===== config.mk =====
export PLATFORM = sky130hd
export DESIGN_NAME = mipsCore
export DESIGN_NICKNAME = d
export VERILOG_FILES = /design/src/common/mipsPkg.sv /design/src/source/alu.sv /design/src/source/controlUnit.sv /design/src/source/mipsCore.sv /design/src/source/pcUnit.sv /design/src/source/regFile.sv
export SDC_FILE = /design/constraint.sdc
export NUM_CORES = 2
export LEC_CHECK = 0
export BUFFER_PORTS_ARGS = -buffer_cell sky130_fd_sc_hd__buf_2
export CORE_ASPECT_RATIO = 0.5
export CORE_MARGIN = 5
export CORE_UTILIZATION = 50
export CTS_CLUSTER_DIAMETER = 150
export DETAILED_ROUTE_END_ITERATION = 12
export PLACE_DENSITY = 0.75
export SYNTH_ARGS = -nofsm -noshare
export SYNTH_HDL_FRONTEND = slang
export SYNTH_HIERARCHICAL = 1
export SYNTH_SLANG_ARGS = --single-unit

===== constraint.sdc =====
create_clock -name clk -period 7.9 [get_ports clk]
set_input_delay 1.185 -clock clk [delete_from_list [all_inputs] [get_ports clk]]
set_output_delay 1.185 -clock clk [all_outputs]
set_load 0.02 [all_outputs]

===== src/common/mipsPkg.sv =====
/* MIPS shared definitions
   opcodes, function codes, ALU operations, control bundle and instruction layouts */
`default_nettype none

package mipsPkg;

  // ==============================
  // opcode field values
  // ==============================
  localparam logic [5:0] opR   = 6'b000000;
  localparam logic [5:0] opLw  = 6'b100011;
  localparam logic [5:0] opSw  = 6'b101011;
  localparam logic [5:0] opBeq = 6'b000100;
  localparam logic [5:0] opJ   = 6'b000010;
  localparam logic [5:0] opJal = 6'b000011;

  // funct values for R-type
  localparam logic [5:0] fnAdd = 6'b100000;
  localparam logic [5:0] fnSub = 6'b100010;
  localparam logic [5:0] fnAnd = 6'b100100;
  localparam logic [5:0] fnOr  = 6'b100101;
  localparam logic [5:0] fnSlt = 6'b101010;

  // ALU operation select
  typedef enum logic [3:0] {
    aluAnd = 4'b0000,
    aluOr  = 4'b0001,
    aluAdd = 4'b0010,
    aluSub = 4'b0110,
    aluSlt = 4'b0111,
    aluNop = 4'b1111
  } aluOp_t;

  // ==============================
  // instruction field layouts
  // ==============================
  typedef struct packed {
    logic [5:0] opcode;
    logic [4:0] rs;
    logic [4:0] rt;
    logic [4:0] rd;
    logic [4:0] shamt;
    logic [5:0] funct;
  } rType_t;

  typedef struct packed {
    logic [5:0]  opcode;
    logic [4:0]  rs;
    logic [4:0]  rt;
    logic [15:0] imm;
  } iType_t;

  typedef struct packed {
    logic [5:0]  opcode;
    logic [25:0] target;
  } jType_t;

  // one fetched word, seen through all three layouts
  typedef union packed {
    rType_t r;
    iType_t i;
    jType_t j;
  } instrWord_t;

  // datapath controls, 13 bits
  typedef struct packed {
    logic   regDst;
    logic   aluSrc;
    logic   memToReg;
    logic   regWrite;
    logic   memRead;
    logic   memWrite;
    logic   jump;
    logic   link;
    logic   branch;
    aluOp_t aluOp;
  } ctrlSig_t;

endpackage

`default_nettype wire


===== src/source/alu.sv =====
/* 32-bit ALU
   and, or, add, sub and signed slt, with a zero flag */
`timescale 1ns/1ns
`default_nettype none

module alu import mipsPkg::*; (
  input  logic [31:0] a,
  input  logic [31:0] b,
  input  aluOp_t      op,
  output logic [31:0] result,
  output logic        zero
);

  // signed compare for slt
  logic lessThan;

  assign lessThan = $signed(a) < $signed(b);

  always_comb begin
    case (op)
      aluAnd:  result = a & b;
      aluOr:   result = a | b;
      aluAdd:  result = a + b;
      aluSub:  result = a - b;
      aluSlt:  result = {31'd0, lessThan};
      // nop and anything else
      default: result = '0;
    endcase
  end

  // flag on any zero result, not only sub
  assign zero = (result == 32'd0);

endmodule

`default_nettype wire


===== src/source/controlUnit.sv =====
/* control unit
   main opcode decoder with the ALU operation decode folded in */
`timescale 1ns/1ns
`default_nettype none

module controlUnit import mipsPkg::*; (
  input  instrWord_t instr,
  output ctrlSig_t   ctrl
);

  always_comb begin
    // default is a bubble, nothing written
    ctrl       = '0;
    ctrl.aluOp = aluNop;
    case (instr.r.opcode)
      opR: begin
        ctrl.regDst   = 1'b1;
        ctrl.regWrite = 1'b1;
        // funct picks the ALU operation
        case (instr.r.funct)
          fnAdd:   ctrl.aluOp = aluAdd;
          fnSub:   ctrl.aluOp = aluSub;
          fnAnd:   ctrl.aluOp = aluAnd;
          fnOr:    ctrl.aluOp = aluOr;
          fnSlt:   ctrl.aluOp = aluSlt;
          // unknown funct, drop the write
          default: ctrl.regWrite = 1'b0;
        endcase
      end
      opLw: begin
        ctrl.aluSrc   = 1'b1;
        ctrl.memToReg = 1'b1;
        ctrl.regWrite = 1'b1;
        ctrl.memRead  = 1'b1;
        ctrl.aluOp    = aluAdd;
      end
      opSw: begin
        ctrl.aluSrc   = 1'b1;
        ctrl.memWrite = 1'b1;
        ctrl.aluOp    = aluAdd;
      end
      opBeq: begin
        // compare by subtraction, zero flag decides
        ctrl.branch = 1'b1;
        ctrl.aluOp  = aluSub;
      end
      opJ: ctrl.jump = 1'b1;
      opJal: begin
        // return address into r31
        ctrl.jump     = 1'b1;
        ctrl.link     = 1'b1;
        ctrl.regWrite = 1'b1;
      end
      default: ctrl.aluOp = aluNop;
    endcase
  end

endmodule

`default_nettype wire


===== src/source/mipsCore.sv =====
/* single-cycle MIPS core
   datapath top with instruction fetch port and data SRAM port */
`timescale 1ns/1ns
`default_nettype none

module mipsCore import mipsPkg::*; #(
  parameter int dmemAddrWidth = 7
) (
  input  logic                     clk,
  input  logic                     rst,
  output logic [31:0]              irAddr,
  input  logic [31:0]              ir,
  input  logic [31:0]              memReadData,
  output logic                     memCen,
  output logic                     memWen,
  output logic [dmemAddrWidth-1:0] memAddr,
  output logic [31:0]              memWriteData,
  output logic [31:0]              rfWriteData
);

  instrWord_t  instr;
  ctrlSig_t    ctrl;
  logic [31:0] rdDataA;
  logic [31:0] rdDataB;
  logic [31:0] immExt;
  logic [31:0] aluB;
  logic [31:0] aluResult;
  logic        aluZero;
  logic [31:0] pc;
  logic [31:0] pcPlus4;
  logic [4:0]  wbAddr;
  logic [31:0] wbData;
  logic        regWe;

  assign instr  = ir;
  assign irAddr = pc;

  // ==============================
  // decode and operands
  // ==============================
  controlUnit uControl (
    .instr (instr),
    .ctrl  (ctrl)
  );

  regFile uRegFile (
    .clk     (clk),
    .rst     (rst),
    .we      (regWe),
    .rdAddrA (instr.r.rs),
    .rdAddrB (instr.r.rt),
    .wrAddr  (wbAddr),
    .wrData  (wbData),
    .rdDataA (rdDataA),
    .rdDataB (rdDataB)
  );

  // immediate sign extension
  assign immExt = {{16{instr.i.imm[15]}}, instr.i.imm};
  assign aluB   = ctrl.aluSrc ? immExt : rdDataB;

  alu uAlu (
    .a      (rdDataA),
    .b      (aluB),
    .op     (ctrl.aluOp),
    .result (aluResult),
    .zero   (aluZero)
  );

  pcUnit uPc (
    .clk     (clk),
    .rst     (rst),
    .ctrl    (ctrl),
    .zero    (aluZero),
    .instr   (instr),
    .pc      (pc),
    .pcPlus4 (pcPlus4)
  );

  // ==============================
  // write-back selection
  // ==============================
  // link overrides both rd/rt and alu/mem
  assign wbAddr = ctrl.link ? 5'd31 : (ctrl.regDst ? instr.r.rd : instr.r.rt);
  assign wbData = ctrl.link ? pcPlus4 : (ctrl.memToReg ? memReadData : aluResult);
  assign regWe  = ctrl.regWrite & rst;
  assign rfWriteData = wbData;

  // data SRAM port, strobes active low
  assign memAddr      = aluResult[dmemAddrWidth+1:2];
  assign memWriteData = rdDataB;
  assign memCen       = ~(rst & (ctrl.memRead | ctrl.memWrite));
  assign memWen       = ~(rst & ctrl.memWrite);

endmodule

`default_nettype wire


===== src/source/pcUnit.sv =====
/* program counter
   pc register with sequential, branch and jump next-pc selection */
`timescale 1ns/1ns
`default_nettype none

module pcUnit import mipsPkg::*; (
  input  logic        clk,
  input  logic        rst,
  input  ctrlSig_t    ctrl,
  input  logic        zero,
  input  instrWord_t  instr,
  output logic [31:0] pc,
  output logic [31:0] pcPlus4
);

  logic [31:0] pcReg;
  logic [31:0] nextPc;
  // sign-extended offset, already in bytes
  logic [31:0] branchOffset;
  logic [31:0] branchTarget;
  logic [31:0] jumpTarget;

  assign pc      = pcReg;
  assign pcPlus4 = pcReg + 32'd4;

  assign branchOffset = {{14{instr.i.imm[15]}}, instr.i.imm, 2'b00};
  assign branchTarget = pcPlus4 + branchOffset;
  // region bits come from pc+4
  assign jumpTarget   = {pcPlus4[31:28], instr.j.target, 2'b00};

  // jump wins over branch
  always_comb begin
    if (ctrl.jump) begin
      nextPc = jumpTarget;
    end else if (ctrl.branch && zero) begin
      nextPc = branchTarget;
    end else begin
      nextPc = pcPlus4;
    end
  end

  always_ff @(posedge clk or negedge rst) begin
    if (!rst) begin
      pcReg <= '0;
    end else begin
      pcReg <= nextPc;
    end
  end

endmodule

`default_nettype wire


===== src/source/regFile.sv =====
/* register file
   32 x 32, two combinational read ports, one write port, r0 hardwired to zero */
`timescale 1ns/1ns
`default_nettype none

module regFile (
  input  logic        clk,
  input  logic        rst,
  input  logic        we,
  input  logic [4:0]  rdAddrA,
  input  logic [4:0]  rdAddrB,
  input  logic [4:0]  wrAddr,
  input  logic [31:0] wrData,
  output logic [31:0] rdDataA,
  output logic [31:0] rdDataB
);

  // r0 has no storage
  logic [31:0] regs [1:31];

  // ==============================
  // write port
  // ==============================
  always_ff @(posedge clk or negedge rst) begin
    if (!rst) begin
      for (int idx = 1; idx < 32; idx++) begin
        regs[idx] <= '0;
      end
    end else if (we && (wrAddr != 5'd0)) begin
      regs[wrAddr] <= wrData;
    end
  end

  // ==============================
  // read ports
  // ==============================
  // address 0 always reads zero
  assign rdDataA = (rdAddrA == 5'd0) ? 32'd0 : regs[rdAddrA];
  assign rdDataB = (rdAddrB == 5'd0) ? 32'd0 : regs[rdAddrB];

endmodule

`default_nettype wire

Yosys cells after proc, flatten, opt, wreduce, memory -nomap -nowiden
Index checks and enable logic that the tools add are counted.
{ "classes": {"n_lt_le_gt_ge": 5, "n_div": 0, "multipliers": 0, "bitwise": 11, "n_shift": 0, "addsub": 4, "reduce_logical": 13, "muxes": 30, "eq_ne": 14} }
{ "ops": {"columns": ["operator", "n"], "rows": [
  ["bitwise mux 992 bit", 1],
  ["two-way mux 32 bit", 12],
  ["binary-select mux 32 bit (select 5 bit)", 2],
  ["demux 32 bit (select 5 bit)", 1],
  ["one-hot mux 32 bit (5 select lines)", 1],
  ["adder 32 bit", 2],
  ["equality test 6 bit, second input constant", 7],
  ["adder 32 x 3 -> 32 bit, second input constant", 1],
  ["bitwise AND 32 bit", 1],
  ["zero test 32 bit", 1],
  ["< comparator 32 bit", 1],
  ["bitwise OR 32 bit", 1],
  ["subtractor 32 bit", 1],
  ["one-hot mux 4 bit (5 select lines)", 1],
  ["greater-or-equal comparator 6 bit, second input constant", 3],
  ["NOT 5 -> 6 bit", 3],
  ["equality test 6 x 2 -> 1 bit, second input constant", 2],
  ["one-hot mux 4 bit (3 select lines)", 1],
  ["zero test 5 bit", 2],
  ["two-way mux 5 bit", 2],
  ["equality test 4 x 3 -> 1 bit, second input constant", 2],
  ["two-way mux 1 bit", 8],
  ["equality test 6 x 3 -> 1 bit, second input constant", 1],
  ["zero test 6 bit", 1],
  ["other kinds (12)", 19]
]} }
{ "totals": {"latch_bits": 0, "inputBits": 66, "n_memories": 0, "ram_bits": 0, "regBits": 1024, "mem_bits_ro": 0} }

Longest topological paths before layout
{ "depth": {"ltp_word": 12, "mapped_depth": 31} }

By module
Netlist, hierarchy kept.
{ "modules_own_cells": {"columns": ["mod", "area_each_um2", "seq_area_each_um2", "cells_each", "n_inst"], "rows": [
  ["regFile", 53343.7, 24823.8, 3496, 1],
  ["alu", 5522.8, 0.0, 852, 1],
  ["pcUnit", 3574.7, 750.7, 455, 1],
  ["mipsCore", 1246.2, 0.0, 177, 1],
  ["controlUnit", 186.4, 0.0, 28, 1]
]} }

Least setup slack after synthesis
Ideal clock, no wire load.
{ "synth_timing": {"path_kind": "input to register", "startpoint": "input port ir[17]", "endpoint": "register uPc.pcReg[31], in the netlist uPc/pc[31]", "path_stages": 29, "n_path_buf": 6, "setup_ns": 0.079, "setup_slack_ns": 0.452, "t_arrival_ns": 7.368, "cell_sequence": "buf_4 -> buf_2 -> buf_2 -> mux4_2 -> mux2i_1 -> a22o_1 -> a211oi_1 -> mux2_4 -> inv_1 -> ha_1 -> clkbuf_2 -> nor2_1 -> a221oi_1 -> nand2_1 -> a211oi_1 -> xnor2_1 -> o21ai_0 -> or4_1 -> or4_1 -> nor4_2 -> nand4_1 -> nor4_2 -> and2_1 -> clkbuf_1 -> nand2b_1 -> clkbuf_1 -> nor4b_1 -> or3_1 -> xor2_1"} }
{ "synth_via": {"elab_chain_cells": 12, "elab_cells_between_ends": 17, "classes_between": "add/sub (2); order compare (1); mux (8); bitwise (3); reduce/logical (3)"} }
{ "synth_lines": {"columns": ["item", "line_no", "text"], "rows": [
  ["start: declaration", "mipsCore.sv:12", "input logic [31:0] ir,"],
  ["NOT 5 -> 6 bit (implied by the code)", "regFile.sv:39", "assign rdDataB = (rdAddrB == 5'd0) ? 32'd0 : regs[rdAddrB];"],
  ["binary-select mux 32 bit (select 5 bit)", "regFile.sv:39", null],
  ["two-way mux 32 bit (implied by the code) (2 in a row)", "regFile.sv:39", null],
  ["two-way mux 32 bit *", "regFile.sv:39", null],
  ["via memWriteData[5]", "mipsCore.sv:17", "output logic [31:0] memWriteData,"],
  ["two-way mux 32 bit *", "mipsCore.sv:60", "assign aluB = ctrl.aluSrc ? immExt : rdDataB;"],
  ["via aluB[5]", "mipsCore.sv:26", "logic [31:0] aluB;"],
  ["subtractor 32 bit or adder 32 bit (tied branches)", "alu.sv:24, alu.sv:23", null],
  ["one-hot mux 32 bit (5 select lines) *", "alu.sv:20", "case (op)"],
  ["via memAddr[6]", "mipsCore.sv:16", "output logic [dmemAddrWidth-1:0] memAddr,"],
  ["zero test 32 bit *", "alu.sv:32", "assign zero = (result == 32'd0);"],
  ["via aluZero", "mipsCore.sv:28", "logic aluZero;"],
  ["logical AND 1 bit *", "pcUnit.sv:35", "end else if (ctrl.branch && zero) begin"],
  ["two-way mux 32 bit *", "pcUnit.sv:35", null],
  ["two-way mux 32 bit *", "pcUnit.sv:33", "if (ctrl.jump) begin"],
  ["via uPc.nextPc[31]", "pcUnit.sv:17", "logic [31:0] nextPc;"],
  ["end signal: assignment", "pcUnit.sv:46", "pcReg <= nextPc;"],
  ["end: declaration", "pcUnit.sv:16", "logic [31:0] pcReg;"]
]} }
Mark *: on every way through the listed nets, which the timed path passes. The rest lies on a longest branch. The select of a mux whose other input is x is not followed.
A chain may end at the register's enable or synchronous reset.

Worst setup path after layout
{ "layout_timing": {"startpoint": "input port ir[25]", "endpoint": "output port rfWriteData[31]"} }
{ "layout_via": {"elab_chain_cells": 9, "elab_cells_between_ends": 13, "classes_between": "add/sub (2); mux (7); bitwise (3); reduce/logical (1)"} }
{ "layout_lines": {"columns": ["item", "line_no", "text"], "rows": [
  ["NOT 5 -> 6 bit (implied by the code)", "regFile.sv:38", "assign rdDataA = (rdAddrA == 5'd0) ? 32'd0 : regs[rdAddrA];"],
  ["binary-select mux 32 bit (select 5 bit)", "regFile.sv:38", null],
  ["two-way mux 32 bit (implied by the code) (2 in a row)", "regFile.sv:38", null],
  ["two-way mux 32 bit *", "regFile.sv:38", null],
  ["via rdDataA[9]", "mipsCore.sv:23", "logic [31:0] rdDataA;"],
  ["subtractor 32 bit or adder 32 bit (tied branches)", "alu.sv:24, alu.sv:23", null],
  ["one-hot mux 32 bit (5 select lines) *", "alu.sv:20", null],
  ["via aluResult[31]", "mipsCore.sv:27", "logic [31:0] aluResult;"],
  ["two-way mux 32 bit * (2 in a row)", "mipsCore.sv:85", "assign wbData = ctrl.link ? pcPlus4 : (ctrl.memToReg ? memReadData : aluResult);"],
  ["end: declaration", "mipsCore.sv:18", "output logic [31:0] rfWriteData"]
]} }
Marks and branches as above.

==> results.py <==
metrics = {
    "setup_path": {
        "r2r-end": "uPc/pc[6]",
        "path_buf_inv": 6,
        "cp_num_cells": 20,
        "crit_family": "compound AO/OA/AOI/OAI gates",
        "arrival_ns": 6.58,
        "end_kind": "output pin",
        "crit_top_cell": "buf_4",
        "startpoint": "ir[25]",
        "start_kind": "input port",
        "r2r_start": "uRegFile/regs[352]",
        "crit_path_cell_trace": "buf_2 > clkinv_2 > buf_4 > mux2i_1 > o221ai_1 > inv_1 > ha_1 > nand3_1 > a2111oi_0 > buf_4 > o21ai_1 > a41oi_2 > o211ai_1 > a221oi_1 > a2bb2oi_2 > xnor2_1 > o22ai_2 > mux2i_1 > o21ai_2 > buf_4",
        "slowest_delay_ns": 0.67,
        "crit_type": "in -> out",
        "cpMaxStageDelayCell": "o221ai_1",
        "r2r_setup_slack_ns": 1.42,
        "r2r_cells": 23,
        "worstPathRequired_ns": 6.71,
        "crit_fanout": 15,
    },
    "flow_run": {
        "drv_cap": 0,
    },
    "cts": {
        "clkTransAtPathRegs_ns": 0.07,
        "cts_buffer_depth": 3,
        "insertion_delay_ns": 0.74,
        "cts-buffers-inserted": 94,
        "cts_tree": "done",
        "ctsRootBufferMaster": "clkbuf_16",
        "htree_levels": 3,
        "cts_sinks": 1022,
    },
    "final_layout": {
        "fin_nets": 5349,
        "fin_util": 0.565,
        "area_growth_pct": 11.9,
        "drive_above_1_share": 0.446,
        "final-seq-area_sq_um": 25600,
        "multiInputGateArea_sq_um": 35900,
        "fillers": 10000,
    },
    "synthesis": {
        "synth_area_per_cell_sq_um": 12.8,
        "synth.mux.area_fraction": 0.384,
        "synth-edff-count": 0,
        "synth_adder_area_share": 0.0272,
        "yosysWarnings": 6,
        "syn_area_sq_um": 63900,
        "synth-compound-area-share": 0.0790,
        "synth_xor_area_frac": 0.00960,
        "async_reset_ff_frac": 1.00,
        "ys_seq_elements": 1022,
        "synth_cell_types": 105,
        "ys.flop_type": "dfrtp_1",
        "netlist_instances": 5008,
        "synth_top_family_by_area": "multiplexers",
        "seq_area_frac_synth": 0.400,
        "yosys.area_share.simple": 0.0548,
    },
    "grt": {
        "grt_util_all_layers": 0.327,
        "grt_max_degree": 197,
        "overflow": 0,
        "antenna_found_initial": 3,
        "grt_first_pass_wirelength_mm": 330,
        "grt_pass1_vias": 48500,
    },
    "floorplan": {
        "die_w_microns": 515,
        "rows": 92,
        "start_util": 0.505,
        "coreArea_sq_um": 126000,
        "die_h_microns": 263,
        "ios": 171,
        "dieArea_sq_um": 135000,
    },
    "timing": {
        "fmax_mhz": 129,
        "setup_slack_ns": 0.133,
        "timing.hold.ws_ns": 0.458,
        "fin_tns_setup_ns": 0,
        "final_max_slew_viol_count": 0,
        "relSlewSlack": 0.146,
        "period_needed_ns": 7.77,
        "fin_skew_ns": 0.0330,
        "fin_crit_sh": 0.983,
        "hold_viol_final": 0,
        "worstMarginPinSlew_ns": 1.28,
        "setup-violations-final": 0,
    },
    "power": {
        "finalPower_mw": 12.7,
        "vdd_drop_max_uv": 150,
        "power_density_nw_per_um2": 177,
        "power_leakage_nw": 33.1,
    },
    "routing": {
        "final_antenna_net_count": 0,
        "route.vias.total": 48200,
        "finalWirelength_mm": 226,
        "drc": 0,
        "drtIter0Drc": 6460,
        "dr.pass1.iters": 8,
        "vias_per_cell": 6.97,
        "wl_per_cell_microns": 32.7,
    },
    "outcome": {
        "status": "completed",
    },
    "hold_path": {
        "hold_class": "in -> async",
    },
    "placed_design": {
        "dp_hpwl_mm": 151,
        "io_buffers": 168,
        "pre_cts_ws_ns": -0.213,
        "gp_congestion": 1.01,
    },
}
per-layer routing:
metal	vias up	global-route usage	share of wire
met3	698	0.105	0.12
met2	3028	0.487	0.44
met5	-	0	0.000044
li1	19300	-	-
met4	2	0.151	0.053
met1	25200	0.437	0.38
flip-flops by register name (all words and copies together) (netlist names):
signal	flops
uRegFile/regs	992
uPc/pc	30
cell families (layout without fill, tap and decap cells):
kind of cell | count (synthesis) | after routing
buf+inv | 613 | 827
simple gates | 693 | 693
fa+ha+maj | 137 | 137
other cells | 1 | 8
compound gates | 707 | 707
mux | 1765 | 1765
flops | 1022 | 1022
xor+xnor | 70 | 70
power by group:
group          internal (mW)  switching [mW]
registers               5.30          0.0829
clock network           2.70            2.19
logic                  0.849            1.53
worst register-to-register path, delay by kind of cell (launching register included):
| family | cells | cell delay, ns |
|---|---|---|
| AO/OA/AOI/OAI | 7 | 1.40 |
| adder cells (fa/ha/maj) | 2 | 0.66 |
| AND/OR/NAND/NOR | 8 | 2.26 |
| buffers and inverters | 1 | 0.27 |
| XOR/XNOR | 1 | 0.17 |
| flip-flops | 1 | 0.41 |
| multiplexers | 4 | 1.25 |
worst max-delay path by stage:
stage | endpoint
after floorplan | uPc/pc[31]
after global placement | rfWriteData[19]
after detailed placement | rfWriteData[19]
after CTS | rfWriteData[21]
after global routing | rfWriteData[26]
final | rfWriteData[31]
cells in the mapped netlist, types with 86 or more instances:
cell type	count	area share
mux2i_1	251	0.039
nor2_1	157	0.0092
a21oi_1	121	0.0095
inv_1	138	0.0081
buf_2	153	0.012
nand2_1	171	0.010
mux4_2	435	0.15
dfrtp_1	1022	0.40
ha_1	134	0.026
nor2b_1	86	0.0084
o21ai_0	106	0.0083
mux2_2	1058	0.19
clkbuf_1	222	0.013
timing repair:
item / 4_1_cts / 5_1_grt
gates resized for setup: 8 / 41
hold buffers: 0 / 0
pin swaps: 0 / 10
hold endpoints to repair: 0 / 0
endpoints found under the setup margin: 7 / 17
buffers inserted: 0 / 10
cells in the final DEF (no fill, tap or decap), drive strengths merged, types with 13 or more instances in the layout:
cell       n
mux2    1079
dfrtp   1022
buf      509
mux4     435
mux2i    251
nand2    172
nor2     159
inv      144
o21ai    142
clkbuf   136
ha       134
a21oi    124
nor2b     86
a221oi    75
nor3      73
nand3     50
xnor2     49
a22oi     36
a211oi    35
o31a      33
nand2b    28
o221ai    27
o22ai     27
o32a      26
clkinv    26
a21o      25
nand4     22
xor2      21
o211ai    20
nor4      19
or3       17
o31ai     16
and3      16
o21a      15
o21bai    14
a31oi     13
a211o     13
final cells by class:
class	count	share of cell area
antenna	4	0.000140
clock buffer	134	0.0382
clock inverter	41	0.00730
inverter	141	0.00743
multi-input combinational	3376	0.502
sequential	1022	0.358
tap	1692	0.0296
timing repair buffer	511	0.0568
per-stage QoR:
step | cell area [sq um] | cells
2_1_floorplan | 63900 | 5011
3_3_place_gp | 67900 | 6732
3_5_place_dp | 67900 | 6732
4_1_cts | 71200 | 6907
5_1_grt | 71400 | 6918
6_report | 71400 | 6921
Power figures use the tool's default switching activity.
